File: src/include/icache_cfg.svh
// Instruction cache geometry and register offset macros
`ifndef ICACHE_CFG_SVH
`define ICACHE_CFG_SVH

// ========================================
// Cache geometry
// ========================================

// Fetch and line address width in bits
`define ICACHE_ADDR_W 32

// Direct mapped, one line per index
`define ICACHE_LINES 256

// Eight 32-bit words make one 32-byte line
`define ICACHE_WORDS_PER_LINE 8

// Byte offset bits within a line
`define ICACHE_OFFSET_W 5

// ========================================
// Register port offsets
// ========================================

// Enable in bit 0, invalidate-all command in bit 1
`define ICACHE_REG_CTRL 0
// Hit counter, cleared by any write
`define ICACHE_REG_HITS 1
// Miss counter, cleared by any write
`define ICACHE_REG_MISSES 2

`endif

File: src/hdl/icache_pkg.sv
// Instruction cache types, fill FSM states, bundles and address field helpers
`include "icache_cfg.svh"

package icache_pkg;

	// Field widths derived from the geometry macros
	localparam int ADDR_W   = `ICACHE_ADDR_W;
	localparam int LINES    = `ICACHE_LINES;
	localparam int WORDS    = `ICACHE_WORDS_PER_LINE;
	localparam int OFFSET_W = `ICACHE_OFFSET_W;
	localparam int INDEX_W  = $clog2(LINES);
	localparam int SEL_W    = $clog2(WORDS);
	localparam int TAG_W    = ADDR_W - OFFSET_W - INDEX_W;

	typedef logic [ADDR_W-1:0]  addr_t;
	typedef logic [TAG_W-1:0]   tag_t;
	typedef logic [INDEX_W-1:0] index_t;
	typedef logic [SEL_W-1:0]   word_sel_t;
	typedef logic [31:0]        word_t;
	typedef logic [31:0]        count_t;
	typedef logic [1:0]         reg_addr_t;

	// Line fill controller states
	typedef enum logic [2:0] {
		IDLE,
		PROBE,
		REQ,
		BEAT,
		COMMIT
	} fill_state_t;

	// Lookup answer to the fetch stage
	typedef struct packed {
		logic  valid;
		logic  hit;
		logic  err;
		word_t word;
	} fetch_rsp_t;

	// One beat from external memory
	typedef struct packed {
		logic  ack;
		logic  err;
		word_t word;
	} mem_rsp_t;

	// Tag commit from the fill controller
	typedef struct packed {
		logic  strobe;
		addr_t addr;
		logic  err;
	} tag_wr_t;

	// Address field extraction
	function automatic tag_t addr_tag(addr_t a);
		return a[ADDR_W-1 -: TAG_W];
	endfunction

	function automatic index_t addr_index(addr_t a);
		return a[OFFSET_W +: INDEX_W];
	endfunction

	function automatic word_sel_t addr_sel(addr_t a);
		return a[2 +: SEL_W];
	endfunction

	// Line base address, byte offset forced to zero
	function automatic addr_t line_base(addr_t a);
		return {a[ADDR_W-1:OFFSET_W], {OFFSET_W{1'b0}}};
	endfunction

endpackage

File: src/hdl/icache_ctrl_regs.sv
// Instruction cache control register, invalidate command and hit and miss counters
`timescale 1ns/1ps
`include "icache_cfg.svh"

module icache_ctrl_regs (
	input  logic                  rclk,
	input  logic                  arst_n,
	input  logic                  reg_wr,
	input  logic                  reg_rd,
	input  icache_pkg::reg_addr_t reg_addr,
	input  icache_pkg::word_t     reg_wdata,
	output icache_pkg::word_t     reg_rdata,
	input  logic                  hit_pulse,
	input  logic                  miss_pulse,
	output logic                  enable,
	output logic                  invalidate
);
	import icache_pkg::*;

	count_t hits_q;
	count_t misses_q;
	logic   ctrl_wr;
	logic   hits_wr;
	logic   misses_wr;

	// Write decode
	assign ctrl_wr   = reg_wr && (reg_addr == reg_addr_t'(`ICACHE_REG_CTRL));
	assign hits_wr   = reg_wr && (reg_addr == reg_addr_t'(`ICACHE_REG_HITS));
	assign misses_wr = reg_wr && (reg_addr == reg_addr_t'(`ICACHE_REG_MISSES));

	// ========================================
	// Control and counters
	// ========================================
	always_ff @(posedge rclk or negedge arst_n) begin
		if (!arst_n) begin
			enable     <= 1'b0;
			invalidate <= 1'b0;
			hits_q     <= '0;
			misses_q   <= '0;
		end else begin
			// Invalidate lasts one cycle
			invalidate <= ctrl_wr && reg_wdata[1];
			if (ctrl_wr)
				enable <= reg_wdata[0];
			// A write clears the counter, even with a pulse on the same cycle
			if (hits_wr)
				hits_q <= '0;
			else if (hit_pulse)
				hits_q <= hits_q + 1'b1;
			if (misses_wr)
				misses_q <= '0;
			else if (miss_pulse)
				misses_q <= misses_q + 1'b1;
		end
	end

	// Read data one cycle after the strobe
	// invalidate bit always reads back as zero
	always_ff @(posedge rclk) begin
		if (reg_rd) begin
			case (reg_addr)
				reg_addr_t'(`ICACHE_REG_CTRL):   reg_rdata <= {31'b0, enable};
				reg_addr_t'(`ICACHE_REG_HITS):   reg_rdata <= hits_q;
				reg_addr_t'(`ICACHE_REG_MISSES): reg_rdata <= misses_q;
				default:                         reg_rdata <= '0;
			endcase
		end
	end

endmodule

File: config.mk
export PLATFORM = sky130hd
export DESIGN_NAME = icache_ctrl_regs
export DESIGN_NICKNAME = d
export VERILOG_FILES = /design/src/hdl/icache_pkg.sv /design/src/hdl/icache_ctrl_regs.sv
export VERILOG_INCLUDE_DIRS = /design/src /design/src/include
export SDC_FILE = /design/constraint.sdc
export NUM_CORES = 1
export LEC_CHECK = 0
export BUFFER_PORTS_ARGS = -buffer_cell sky130_fd_sc_hd__buf_2
export CORE_AREA = 2 2 104 106
export CTS_CLUSTER_SIZE = 30
export DETAILED_ROUTE_END_ITERATION = 7
export DIE_AREA = 0 0 106 108
export GPL_TIMING_DRIVEN = 0
export PLACE_DENSITY = 0.71
export SKIP_CTS_REPAIR_TIMING = 1
export SLEW_MARGIN = 20
export SYNTH_ARGS = -nofsm -noshare
export SYNTH_HDL_FRONTEND = slang
export SYNTH_SLANG_ARGS = --single-unit
File: constraint.sdc
create_clock -name rclk -period 2.9 [get_ports rclk]
set_input_delay 0.29 -clock rclk [delete_from_list [all_inputs] [get_ports rclk]]
set_output_delay 0.29 -clock rclk [all_outputs]
set_load 0.02 [all_outputs]
; ---- After elaboration in Yosys (flattened, before gate mapping)
; Index checks and enable logic that the tools add are counted.
[word_totals]
out_inout_bits = 34
register_bits = 98
elab_cells = 21
input_bits = 40
[op_classes]
muxes = 5
eq_ne = 2
add_sub_neg = 2
n_reduce_logical = 7
[op_table]
columns = cell, count
row1 = 32-bit two-way mux, 4
row2 = 32-bit one-hot mux with 3 select lines, 1
row3 = 32-bit by 1-bit adder with 32-bit output (second input constant), 2
row4 = 1-bit logical AND, 4
row5 = 2-bit nonzero test, 2
row6 = 2-bit by 1-bit == test with 1-bit output (second input constant), 1
row7 = 2-bit == test (second input constant), 1
row8 = 2-bit logical NOT, 1

; ---- Logic depth before layout (Yosys ltp)
[depth]
ltp_word = 3
ltp_mapped = 7
ltp_nobuf = 5

; ---- Worst setup path before layout
; No wires, ideal clock.
[synth_path]
kind = reg2reg
startpoint = reg misses_q[9]
endpoint = reg misses_q[24]
slack_ns = 0.964
t_required_ns = 2.822
stages_incl_launch_ff = 6
t_arrival_ns = 1.858
period_less_slack_ns = 1.936
setup_time_ns = 0.078
n_path_buf = 1
cell_sequence = dfrtp_1 nand4_2 or4_4 buf_6 or4_1 a21oi_1
[synth_via]
elab_chain_cells = 3
[synth_rtl]
columns = item, line
row1 = "start, declared", icache_ctrl_regs.sv:21  ; count_t misses_q;
row2 = "start signal, assigned", icache_ctrl_regs.sv:53  ; misses_q <= misses_q + 1'b1;
row3 = 32-bit by 1-bit adder with 32-bit output, icache_ctrl_regs.sv:53
row4 = 32-bit two-way mux, icache_ctrl_regs.sv:52  ; else if (miss_pulse)
row5 = 32-bit two-way mux, icache_ctrl_regs.sv:50  ; if (misses_wr)
; No other way between the ends. The select of a mux whose other input is x is not followed.
; A chain may end at the register's enable or synchronous reset.

; ---- Worst setup path after layout
[layout_path]
startpoint = reg hits_q[2]
endpoint = reg hits_q[25]
[layout_via]
elab_chain_cells = 3
[layout_rtl]
columns = item, line
row1 = "start, declared", icache_ctrl_regs.sv:20  ; count_t hits_q;
row2 = "start signal, assigned", icache_ctrl_regs.sv:49  ; hits_q <= hits_q + 1'b1;
row3 = 32-bit by 1-bit adder with 32-bit output, icache_ctrl_regs.sv:49
row4 = 32-bit two-way mux, icache_ctrl_regs.sv:48  ; else if (hit_pulse)
row5 = 32-bit two-way mux, icache_ctrl_regs.sv:46  ; if (hits_wr)
; No other way between the ends. The select of a mux whose other input is x is not followed.

==> results.cfg <==
[die]
num_io_pins = 74
die-height_um = 108
initial_utilization_pct = 47.6
die_w_um = 106
rows = 37
die-area_um2 = 11400
core_um2 = 10200

[drt]
wirelength_mm = 12.3
post_drt_wl_per_cell_um = 18.9
viasPerCell = 6.27
vias = 4090
dr.first_iter.drc_count = 282
ant_nets = 0
drt_pass1_iterations = 5
drcViolationCount = 0

[pwr]
power.net_switching_mw = 0.828
clockPowerShare_pct = 28.8
switching_share_pct = 29.8
leakage_nw = 2.11
p_int_mw = 1.95
p_comb_share_pct = 13.2
p_seq_share_pct = 58.0
ir_worst_vdd_v = 0.000325
p_per_area_nw_per_um2 = 510

[sta]
tightest_slew_ns = 0.729
tns_ns = 0
setup_slack_ns = 0.555
finalSetupViolCount = 0
hold_viol_final = 0
fin_crit_ns = 2.34
rsz0062_at_grt = false
fin_crit_sh_pct = 80.8
clock_skew_ns = 0.0117
final-max-slew-violation-count = 0
clock.fmax_mhz = 427
slew_headroom_pct = 51.4

[worst_setup_path]
path_cells = clkbuf_1 -> and4_1 -> clkbuf_1 -> nand3_1 -> or4_1 -> a21oi_1
crit_end = hits_q[25]
startpoint_type = flip-flop
reg2reg_to = hits_q[25]
critPathMaxStageDelay_ns = 0.57
worstPathArrival_ns = 2.63
r2r_setup_slack_ns = 0.56
cp.required_ns = 3.19
critPathLaunch = hits_q[2]
path_class = flip-flop to flip-flop
crit_slowest_cell = or4_1
cp_max_fo = 10
endpoint_kind = flip-flop
rr_worst_depth = 6
r2r-start = hits_q[2]
critPathMostFrequentCell = clkbuf_1

[cts]
clk_latency_ns = 0.37
path_clk_slew_ns = 0.10
htreeDepth = 3
clockBufferDepth = 2
cts_inserted_buffers = 9
clock-root-buffer = clkbuf_8
cts_tree = done
clock-sinks = 98

[global_routing]
globalRouteTotalUtil_pct = 22.3
antenna_found_initial = 0
grt_pass1_wl_mm = 20.0
grt_overflow = 0
grt_start_max_net_pins = 37
grt_pass1_vias = 3893

[layout]
mostFrequentLayoutCells = dfrtp_1 (66), buf_2 (41), or4_1 (36), a21oi_1 (35), edfxtp_1 (32)
antenna-diode-count = 0
final_nets = 553
area_growth_pct = 11.9
fillCellCount = 890
final_common_cell = dfrtp_1
drive_gt1_share_pct = 12.6

[synthesis]
synth-seq-cells = 98
async_flop_share_pct = 67.3
ys_types = 34
syn_area_um2 = 4870
ys.flop_type = dfrtp_1
syn_avg_cell_area_um2 = 10.7
synth_edf_count = 32
synth_seq_area_share_pct = 53.7
yosys_warnings = 0
syn_inst = 457
syn-num-nets = 499

[hold_path]
hp-class = input pin to flip-flop
whs_path_depth = 2

[place]
gp_congestion = 0.843
dpl_worst_slack_ns = 0.626
hpwlAfterDp_mm = 8.62
port_buffers = 41

[status]
outcome = finished clean

[job]
drv_cap = 0
-- per-stage QoR --
| stage | power (mW) | std cells | utilization [%] | hold WS, ns | area [µm²] |
|---|---|---|---|---|---|
| floorplan | 1.84 | 457 | - | -0.00559 | 4870 |
| global placement | 1.98 | 634 | 51.2 | 0.501 | 5240 |
| detailed placement | 2.00 | 635 | 51.5 | 0.267 | 5270 |
| CTS | 2.78 | 651 | 53.1 | -0.140 | 5440 |
| global route | 2.88 | 652 | 53.2 | 0.140 | 5450 |
| finish | 2.78 | 652 | 53.2 | 0.128 | 5450 |
-- layout make-up --
type                            instances  area, µm²  area share [%]
Clock buffer                           10        128            2.34
Multi-Input combinational cell        323       2110            38.8
Sequential cell                        98       2610            48.0
Buffer                                 30        121            2.23
Inverter                                6       22.5           0.414
Timing Repair Buffer                   43        238            4.36
Tap cell                              136        170            3.12
Clock inverter                          6       43.8           0.804
-- flip-flops by register name, summed over array words and instances, names as in the netlist --
| register | cells |
|---|---|
| reg_rdata | 32 |
| hits_q | 32 |
| misses_q | 32 |
| invalidate | 1 |
| enable | 1 |
-- worst min-delay path by stage --
stage	start	endpoint	slack, ns
2_1_floorplan	arst_n	enable	-0.006
3_3_place_gp	reg_wdata[1]	invalidate	0.50
3_5_place_dp	arst_n	misses_q[2]	0.27
4_1_cts	arst_n	misses_q[2]	-0.14
5_1_grt	reg_wdata[1]	invalidate	0.14
6_report	reg_wdata[1]	invalidate	0.13
-- cell usage after synthesis, types with 2 or more instances --
library cell	n	area share [%]
a22o_1	31	5.6
dfrtp_1	66	34
or2_2	2	0.26
or3_1	6	0.77
and2_1	7	0.90
o211ai_1	2	0.31
inv_1	6	0.46
ha_1	2	0.51
nor4_1	4	0.51
and3_1	11	1.4
clkbuf_1	28	2.2
nand3_1	19	2.0
nor3_1	2	0.21
nor2b_1	2	0.26
nand2_1	30	2.3
xor2_1	16	2.9
nor2_1	26	2.0
a21oi_1	35	3.6
or4_4	2	0.46
o31ai_1	29	4.5
edfxtp_1	32	20
o21ai_0	8	0.82
and4_1	11	2.0
and3b_1	2	0.36
xnor2_1	7	1.3
nand4_1	23	3.0
o2111ai_1	2	0.36
or4_1	36	5.6
mux2i_1	5	1.0
-- worst max-delay path: cells and delay by family, from the launching register on --
family          cells  cell delay (ns)
compound gates      1             0.16
buf+inv             2             0.59
flops               1             0.33
simple gates        3             1.19
-- cell families (layout without fill, tap and decap cells) --
logic type	after synthesis	after routing	share of synthesized area, %
and+or+nand+nor	185	185	22.3
DFF	98	98	53.7
AOI/OAI and AO/OA	107	107	15.1
buffers and inverters	36	95	2.96
adders and majority gates	2	2	0.514
xor gates and xnor gates	23	23	4.14
muxes	6	6	1.26
-- metal layers --
metal	wire length [µm]	vias up	global-route usage, %	part of all wire (%)
li1	-	1881	-	-
met1	5860	2027	31.5	47
met2	5610	167	35.4	45
met3	723	15	3.86	5.9
met4	145	0	6.86	1.2
met5	0	-	0	0
-- power groups by stage --
stage | clock network [mW] | registers, mW | logic, mW
finish | 0.801 | 1.61 | 0.365
global route | 0.855 | 1.62 | 0.406
CTS | 0.810 | 1.61 | 0.366
detailed placement | 0 | 1.64 | 0.363
global placement | 0 | 1.63 | 0.351
floorplan | 0 | 1.65 | 0.192
(Power assumes the default switching activity.)
