$ cat config.mk
export PLATFORM = sky130hd
export DESIGN_NAME = icache_fill
export DESIGN_NICKNAME = d
export VERILOG_FILES = /design/src/hdl/icache_pkg.sv /design/src/hdl/icache_fill.sv
export VERILOG_INCLUDE_DIRS = /design/src /design/src/include
export SDC_FILE = /design/constraint.sdc
export NUM_CORES = 1
export LEC_CHECK = 0
export BUFFER_PORTS_ARGS = -buffer_cell sky130_fd_sc_hd__buf_2
export CAP_MARGIN = 20
export CORE_MARGIN = 5
export CORE_UTILIZATION = 38
export CTS_CLUSTER_DIAMETER = 60
export DETAILED_ROUTE_END_ITERATION = 6
export PLACE_DENSITY = 0.87
export SLEW_MARGIN = 20
export SYNTH_ARGS = -nofsm -noshare
export SYNTH_HDL_FRONTEND = slang
export SYNTH_SLANG_ARGS = --single-unit
$ cat constraint.sdc
create_clock -name rclk -period 10.4 [get_ports rclk]
set_input_delay 1.56 -clock rclk [delete_from_list [all_inputs] [get_ports rclk]]
set_output_delay 1.56 -clock rclk [all_outputs]
set_load 0.01 [all_outputs]
$ cat src/include/icache_cfg.svh
// Instruction cache geometry and register offset macros
`ifndef ICACHE_CFG_SVH
`define ICACHE_CFG_SVH

// ========================================
// Cache geometry
// ========================================

// Fetch and line address width in bits
`define ICACHE_ADDR_W 32

// Direct mapped, one line per index
`define ICACHE_LINES 256

// Eight 32-bit words make one 32-byte line
`define ICACHE_WORDS_PER_LINE 8

// Byte offset bits within a line
`define ICACHE_OFFSET_W 5

// ========================================
// Register port offsets
// ========================================

// Enable in bit 0, invalidate-all command in bit 1
`define ICACHE_REG_CTRL 0
// Hit counter, cleared by any write
`define ICACHE_REG_HITS 1
// Miss counter, cleared by any write
`define ICACHE_REG_MISSES 2

`endif

$ cat src/hdl/icache_pkg.sv
// Instruction cache types, fill FSM states, bundles and address field helpers
`include "icache_cfg.svh"

package icache_pkg;

	// Field widths derived from the geometry macros
	localparam int ADDR_W   = `ICACHE_ADDR_W;
	localparam int LINES    = `ICACHE_LINES;
	localparam int WORDS    = `ICACHE_WORDS_PER_LINE;
	localparam int OFFSET_W = `ICACHE_OFFSET_W;
	localparam int INDEX_W  = $clog2(LINES);
	localparam int SEL_W    = $clog2(WORDS);
	localparam int TAG_W    = ADDR_W - OFFSET_W - INDEX_W;

	typedef logic [ADDR_W-1:0]  addr_t;
	typedef logic [TAG_W-1:0]   tag_t;
	typedef logic [INDEX_W-1:0] index_t;
	typedef logic [SEL_W-1:0]   word_sel_t;
	typedef logic [31:0]        word_t;
	typedef logic [31:0]        count_t;
	typedef logic [1:0]         reg_addr_t;

	// Line fill controller states
	typedef enum logic [2:0] {
		IDLE,
		PROBE,
		REQ,
		BEAT,
		COMMIT
	} fill_state_t;

	// Lookup answer to the fetch stage
	typedef struct packed {
		logic  valid;
		logic  hit;
		logic  err;
		word_t word;
	} fetch_rsp_t;

	// One beat from external memory
	typedef struct packed {
		logic  ack;
		logic  err;
		word_t word;
	} mem_rsp_t;

	// Tag commit from the fill controller
	typedef struct packed {
		logic  strobe;
		addr_t addr;
		logic  err;
	} tag_wr_t;

	// Address field extraction
	function automatic tag_t addr_tag(addr_t a);
		return a[ADDR_W-1 -: TAG_W];
	endfunction

	function automatic index_t addr_index(addr_t a);
		return a[OFFSET_W +: INDEX_W];
	endfunction

	function automatic word_sel_t addr_sel(addr_t a);
		return a[2 +: SEL_W];
	endfunction

	// Line base address, byte offset forced to zero
	function automatic addr_t line_base(addr_t a);
		return {a[ADDR_W-1:OFFSET_W], {OFFSET_W{1'b0}}};
	endfunction

endpackage

$ cat src/hdl/icache_fill.sv
// Instruction cache line fill FSM with miss capture, residency probe and tag commit
`timescale 1ns/1ps

module icache_fill (
	input  logic                  rclk,
	input  logic                  arst_n,
	input  logic                  enable,
	input  logic                  miss,
	input  icache_pkg::addr_t     miss_addr,
	input  logic                  whit,
	output logic                  probe_strobe,
	output icache_pkg::addr_t     probe_addr,
	output logic                  mem_req,
	output icache_pkg::addr_t     mem_addr,
	input  icache_pkg::mem_rsp_t  mem_rsp,
	output logic                  dwr,
	output icache_pkg::index_t    dwr_index,
	output icache_pkg::word_sel_t dwr_sel,
	output icache_pkg::word_t     dwr_word,
	output icache_pkg::tag_wr_t   tag_wr
);
	import icache_pkg::*;

	fill_state_t state_q;
	fill_state_t state_d;

	// Line being filled
	addr_t     line_q;
	// Next word expected from memory
	word_sel_t beat_q;
	// OR of all beat errors so far
	logic      err_acc_q;
	logic      capture;
	logic      last_beat;

	// Only a miss seen while idle starts a fill
	assign capture   = (state_q == IDLE) && miss && enable;
	assign last_beat = (beat_q == '1);

	// ========================================
	// Next state
	// ========================================
	always_comb begin
		state_d = state_q;
		case (state_q)
			IDLE:
				if (capture)
					state_d = PROBE;
			PROBE:
				// Resident already, or fills switched off meanwhile
				if (whit || !enable)
					state_d = IDLE;
				else
					state_d = REQ;
			REQ:
				state_d = enable ? BEAT : IDLE;
			BEAT:
				// Memory may stall here between acks
				if (mem_rsp.ack && last_beat)
					state_d = COMMIT;
			COMMIT:
				state_d = IDLE;
			default:
				state_d = IDLE;
		endcase
	end

	always_ff @(posedge rclk or negedge arst_n) begin
		if (!arst_n)
			state_q <= IDLE;
		else
			state_q <= state_d;
	end

	// Captured line address
	always_ff @(posedge rclk) begin
		if (capture)
			line_q <= line_base(miss_addr);
	end

	// Beat counter and error accumulation
	always_ff @(posedge rclk or negedge arst_n) begin
		if (!arst_n) begin
			beat_q    <= '0;
			err_acc_q <= 1'b0;
		end else if (state_q == REQ) begin
			beat_q    <= '0;
			err_acc_q <= 1'b0;
		end else if (state_q == BEAT && mem_rsp.ack) begin
			beat_q    <= beat_q + 1'b1;
			err_acc_q <= err_acc_q | mem_rsp.err;
		end
	end

	// ========================================
	// Outputs
	// ========================================

	// Probe goes out with the capture so whit is ready in PROBE
	assign probe_strobe = capture;
	assign probe_addr   = miss_addr;

	// Single request pulse, suppressed if enable dropped
	assign mem_req  = (state_q == REQ) && enable;
	assign mem_addr = line_q;

	// Each ack writes its word straight into the line store
	assign dwr       = (state_q == BEAT) && mem_rsp.ack;
	assign dwr_index = addr_index(line_q);
	assign dwr_sel   = beat_q;
	assign dwr_word  = mem_rsp.word;

	// Tag commit the cycle after the last ack
	assign tag_wr.strobe = (state_q == COMMIT);
	assign tag_wr.addr   = line_q;
	assign tag_wr.err    = err_acc_q;

endmodule

-- Word-level counts from Yosys, hierarchy flattened
Cells that the tools add are included.
- logic and storage cells: 32
- output and inout port bits: 144
- flip-flop bits (word level): 34
- add/sub/neg operators: 1
- eq/ne operators: 7
- reductions and logical operators: 10
- multiplexer cells: 9
- bitwise gates (word level): 1
- operators by type and width (cell ; count):
    $mux 3 ; 4
    $pmux 3 s4 ; 1
    $eq 3x2->1 const B ; 2
    $eq 3x3->1 const B ; 2
    $logic_and 1x1->1 ; 5
    $mux 2 ; 2
    $ne 2x2->1 const B ; 2
    $add 3x1->3 const B ; 1
    $eq 3x1->1 const B ; 1
    $logic_not 3->1 ; 1
    $mux 1 ; 2
    $reduce_and 2->1 ; 1
    $reduce_bool 2->1 ; 1
    $logic_not 1->1 ; 1
    $logic_or 1x1->1 ; 1
    $or 1x1->1 ; 1

-- Logic depth before layout (Yosys ltp)
- depth after elaboration: 5
- depth in mapped cells: 5

-- Worst setup path before layout
OpenSTA, ideal clock, no wires.
- path type: input to output
- from: in miss
- to: out probe_strobe
- cell stages on the path: 2
- arrival time: 4.467 ns
- slack: 4.373 ns
- path buffers: 0
- path through: nand2_1 > nor4_1
- word-level cells in the longest chain between the ends: 2
- RTL lines (what ; line ; RTL):
    start, declared ; icache_fill.sv:8 ; input logic miss,
    $logic_and 1x1->1 (2 in a row) ; icache_fill.sv:37 ; assign capture = (state_q == IDLE) && miss && enable;
    end, declared ; icache_fill.sv:11 ; output logic probe_strobe,
No other way between the ends.

-- Worst setup path in the final report
- from: in enable
- to: out probe_strobe
- word-level cells in the longest chain between the ends: 1
- RTL lines (what ; line ; RTL):
    start, declared ; icache_fill.sv:7 ; input logic enable,
    $logic_and 1x1->1 ; icache_fill.sv:37 ;
No other way between the ends.

==> metrics.csv <==
stage;metric;value;unit
place;Post-DP HPWL;3653;um
route;Vias;1208;
place;cell total after placement;279;
finish;ratio of cells with drive above 1 in the final layout;0.6359;
place;final weighted congestion of routability-driven global placement;0.7476;
timing;maximum clock skew at final layout;3.338;ps
global_routing;via count of the first global-routing pass;1327;
logic_synthesis;top post-synthesis cells by count;buf_4 (110), edfxtp_1 (27), nand2_1 (9), dfrtp_1 (7), nor2_1 (3);
logic_synthesis;gate count of the mapped netlist;180;
hold_path;end point of the most critical hold path;err_acc_q;
finish;storage element area;985.9;sq um
route;average detailed-routed wire length per instance;15.38;um
route;remaining antenna violation count after routing;0;
die;horizontal die dimension;82.90;um
timing;portion of the clock cycle consumed by the worst path in the final layout;0.3567;
hold_path;class of the tightest hold or removal check;reg -> reg;
finish;post-route insts no fill;287;
route;DR pass1 iterations;4;
finish;number of inserted diodes;0;
logic_synthesis;simple logic cell fraction of the synthesized area;0.06196;
status;result of the run;completed;
clock_network;source-to-sink clock delay at the later pin of the worst-skew pair;280;ps
clock_network;clock transition time at the flip-flop clock pins of the worst setup and hold paths;70;ps
job;max-cap violations;0;
clock_network;TritonCTS Buffers;5;
die;Die Y;82.90;um
logic_synthesis;sequential area share after synthesis;0.4882;
logic_synthesis;post-synth top area cell;buf_4;
logic_synthesis;number of synthesized flops with an enable pin;27;
route;routed wire length on met2;2299;um
worst_setup_path;RR Endpoint;mem_addr[11];
worst_setup_path;maximum fanout count along the critical path;5;
die;Starting Density;0.3929;
clock_network;number of buffers on the longest clock path;2;
logic_synthesis;Avg Cell Area, Syn;11.22;sq um
hold_path;Cells on Worst Hold Path;2;
worst_setup_path;reg-to-reg slack, setup;8700;ps
die;standard-cell row count;26;
timing;clock period minus final worst setup slack;3710;ps
finish;final standard cell utilization of the core;0.4017;
logic_synthesis;leading register cell type out of synthesis;edfxtp_1;
logic_synthesis;multiplexer area fraction after synthesis;0;
clock_network;post-CTS setup repair buffer count;0;
worst_setup_path;reg2reg path depth;2;
route;routed metal-1 wirelength;1380;um
logic_synthesis;most repeated cell in the gate-level netlist after synthesis;buf_4;
finish;filler cell count;507;
die;I/O pin total;215;
worst_setup_path;required time at the worst-slack endpoint;8840;ps
global_routing;largest net degree at the start of global routing;28;
global_routing;Remaining Overflow, GRT;0;
logic_synthesis;number of distinct library cell variants in the gate-level netlist after synthesis;24;
global_routing;antenna violations before repair;0;
logic_synthesis;main area contributors after synthesis;buf_4 (41%), edfxtp_1 (40%), dfrtp_1 (8.7%);
worst_setup_path;start-to-end type of the worst setup path;in -> out;
timing;WHS;509.4;ps
timing;final slew viol count;0;
route;Vias/cell;4.209;
route;routed wire length;4415;um
power_and_ir_drop;LEAKAGE;1.033;nW
timing;Hold Fails Final Rpt;0;
route;post-detailed-route DRC marker count;0;
clock_network;root buffer cell;clkbuf_8;
logic_synthesis;xor/xnor cell area share of the yosys netlist;0;
worst_setup_path;WP data arrival;2150;ps
finish;area taken by multi-input logic gates;242.7;sq um
die;area of the die;6872;sq um
logic_synthesis;share of flip-flops with an asynchronous set or reset after synthesis;0.2059;
timing;max frequency;269.6;MHz
clock_network;CTS tree;done;
clock_network;total number of H-tree levels;2;
hold_path;worst hold start;err_acc_q;
timing;final-report setup violation count;0;
route;Max Used Layer;met4;
die;Floorplan Core Area;5140;sq um
worst_setup_path;kind of start point of the critical path;input pin;
logic_synthesis;Seq cells post-synth;34;
route;initial DRC count;44;
worst_setup_path;category of the worst setup path capture point;output pin;
finish;synth-to-layout area growth;2.230;%
timing;final-layout setup total negative slack;0;ps
global_routing;global-route usage over all layers;0.1255;
finish;count of nets after finishing;289;
global_routing;global-route wire length before repair;6920;um
clock_network;quantity of gates resized following cts;0;
power_and_ir_drop;Pwr Density;167.6;nW/um^2
clock_network;Clock Sink Count;34;
logic_synthesis;share of Yosys cell area claimed by the top area cell type;0.4089;
power_and_ir_drop;Max VDD drop;0.1045;mV
clock_network;hold_buf cts;0;
logic_synthesis;adder and majority cell fraction of the synthesized area;0.01239;
logic_synthesis;post-synth design cell area;2019;sq um
route;met3 wire length;602;um
logic_synthesis;warning count from the yosys run;0;
place;number of I/O port buffers;130;
logic_synthesis;compound-gate portion of the synthesized area;0.02416;
worst_setup_path;startpoint of the lowest-slack register-to-register path;state_q[0];
timing;unrepaired setup endpoints after global routing;false;
logic_synthesis;dominant combinational cell family by area after synthesis;buffers and inverters;
## sequential cells by signal (all words and copies together) (netlist names)
name and count:
dwr_sel 3, err_acc_q 1, mem_addr 27, state_q 3
## cell usage in the layout, fill, tap and decap left out
cell | synthesis | final
nand4_1 | 2 | 2
nor2_1 | 3 | 3
nor4_2 | 0 | 1
and3_1 | 1 | 1
edfxtp_1 | 27 | 27
o21ai_1 | 1 | 1
o21ai_0 | 2 | 2
dfrtp_1 | 7 | 7
clkbuf_8 | 0 | 6
o32a_1 | 1 | 1
a31oi_1 | 1 | 1
buf_4 | 110 | 1
nand3_1 | 1 | 1
nor2b_1 | 1 | 1
ha_1 | 2 | 2
o211ai_1 | 1 | 1
or2_1 | 1 | 1
a21oi_1 | 2 | 2
conb_1 | 1 | 10
nand2b_1 | 1 | 1
nand4b_1 | 1 | 1
nand2_1 | 9 | 9
buf_2 | 1 | 130
clkbuf_1 | 0 | 2
nor3b_1 | 2 | 2
and2b_1 | 1 | 1
## per-layer routing
layer / up-vias / GRT usage
met2: 99 / 0.2216
met1: 546 / 0.1194
met4: 0 / 0.05646
met3: 21 / 0.06733
met5: - / 0
li1: 542 / -
## worst max path at each step
stage,from,endpoint,slack (ps)
floorplan,miss,probe_strobe,4370
detailed placement,enable,probe_strobe,6660
global route,enable,probe_strobe,6650
CTS,enable,probe_strobe,6660
finish,enable,probe_strobe,6690
global placement,enable,probe_strobe,6650
## area by class of cell
cell class                      count  area share
Clock buffer                        8     0.04364
Multi-Input combinational cell     44      0.1176
Sequential cell                    34      0.4776
Tap cell                           70     0.04242
Timing Repair Buffer              131      0.3188
## worst max-delay path: stages
cell     delay (ps)
buf_2           110
nand2_1          60
nor4_2          220
buf_2           200
## per-stage QoR
| stage | power (mW) | worst slack, ps | instance area, sq um |
|---|---|---|---|
| after floorplan | 0.2482 | 4373 | 2053 |
| final | 0.3460 | 6690 | 2064 |
| after global routing | 0.3704 | 6646 | 2064 |
| after global placement | 0.2481 | 6653 | 1974 |
| after CTS | 0.3525 | 6663 | 2064 |
| after detailed placement | 0.2518 | 6663 | 1974 |
## cells by family (layout without fill, tap and decap cells)
group / after synthesis / in the layout
buffers and inverters: 111 / 139
DFF: 34 / 34
and+or+nand+nor: 24 / 24
AOI/OAI and AO/OA: 8 / 8
adders and majority gates: 2 / 2
other: 1 / 10
## where the power goes
group	leakage, nW	internal [mW]	switching (mW)	total [mW]
sequential	0.343	0.163	0.0128	0.176
clock	0.0455	0.0540	0.0447	0.0986
combinational	0.645	0.0297	0.0418	0.0715
total	1.03	0.247	0.0993	0.346
Note: power is estimated with default switching activity, not from simulation.
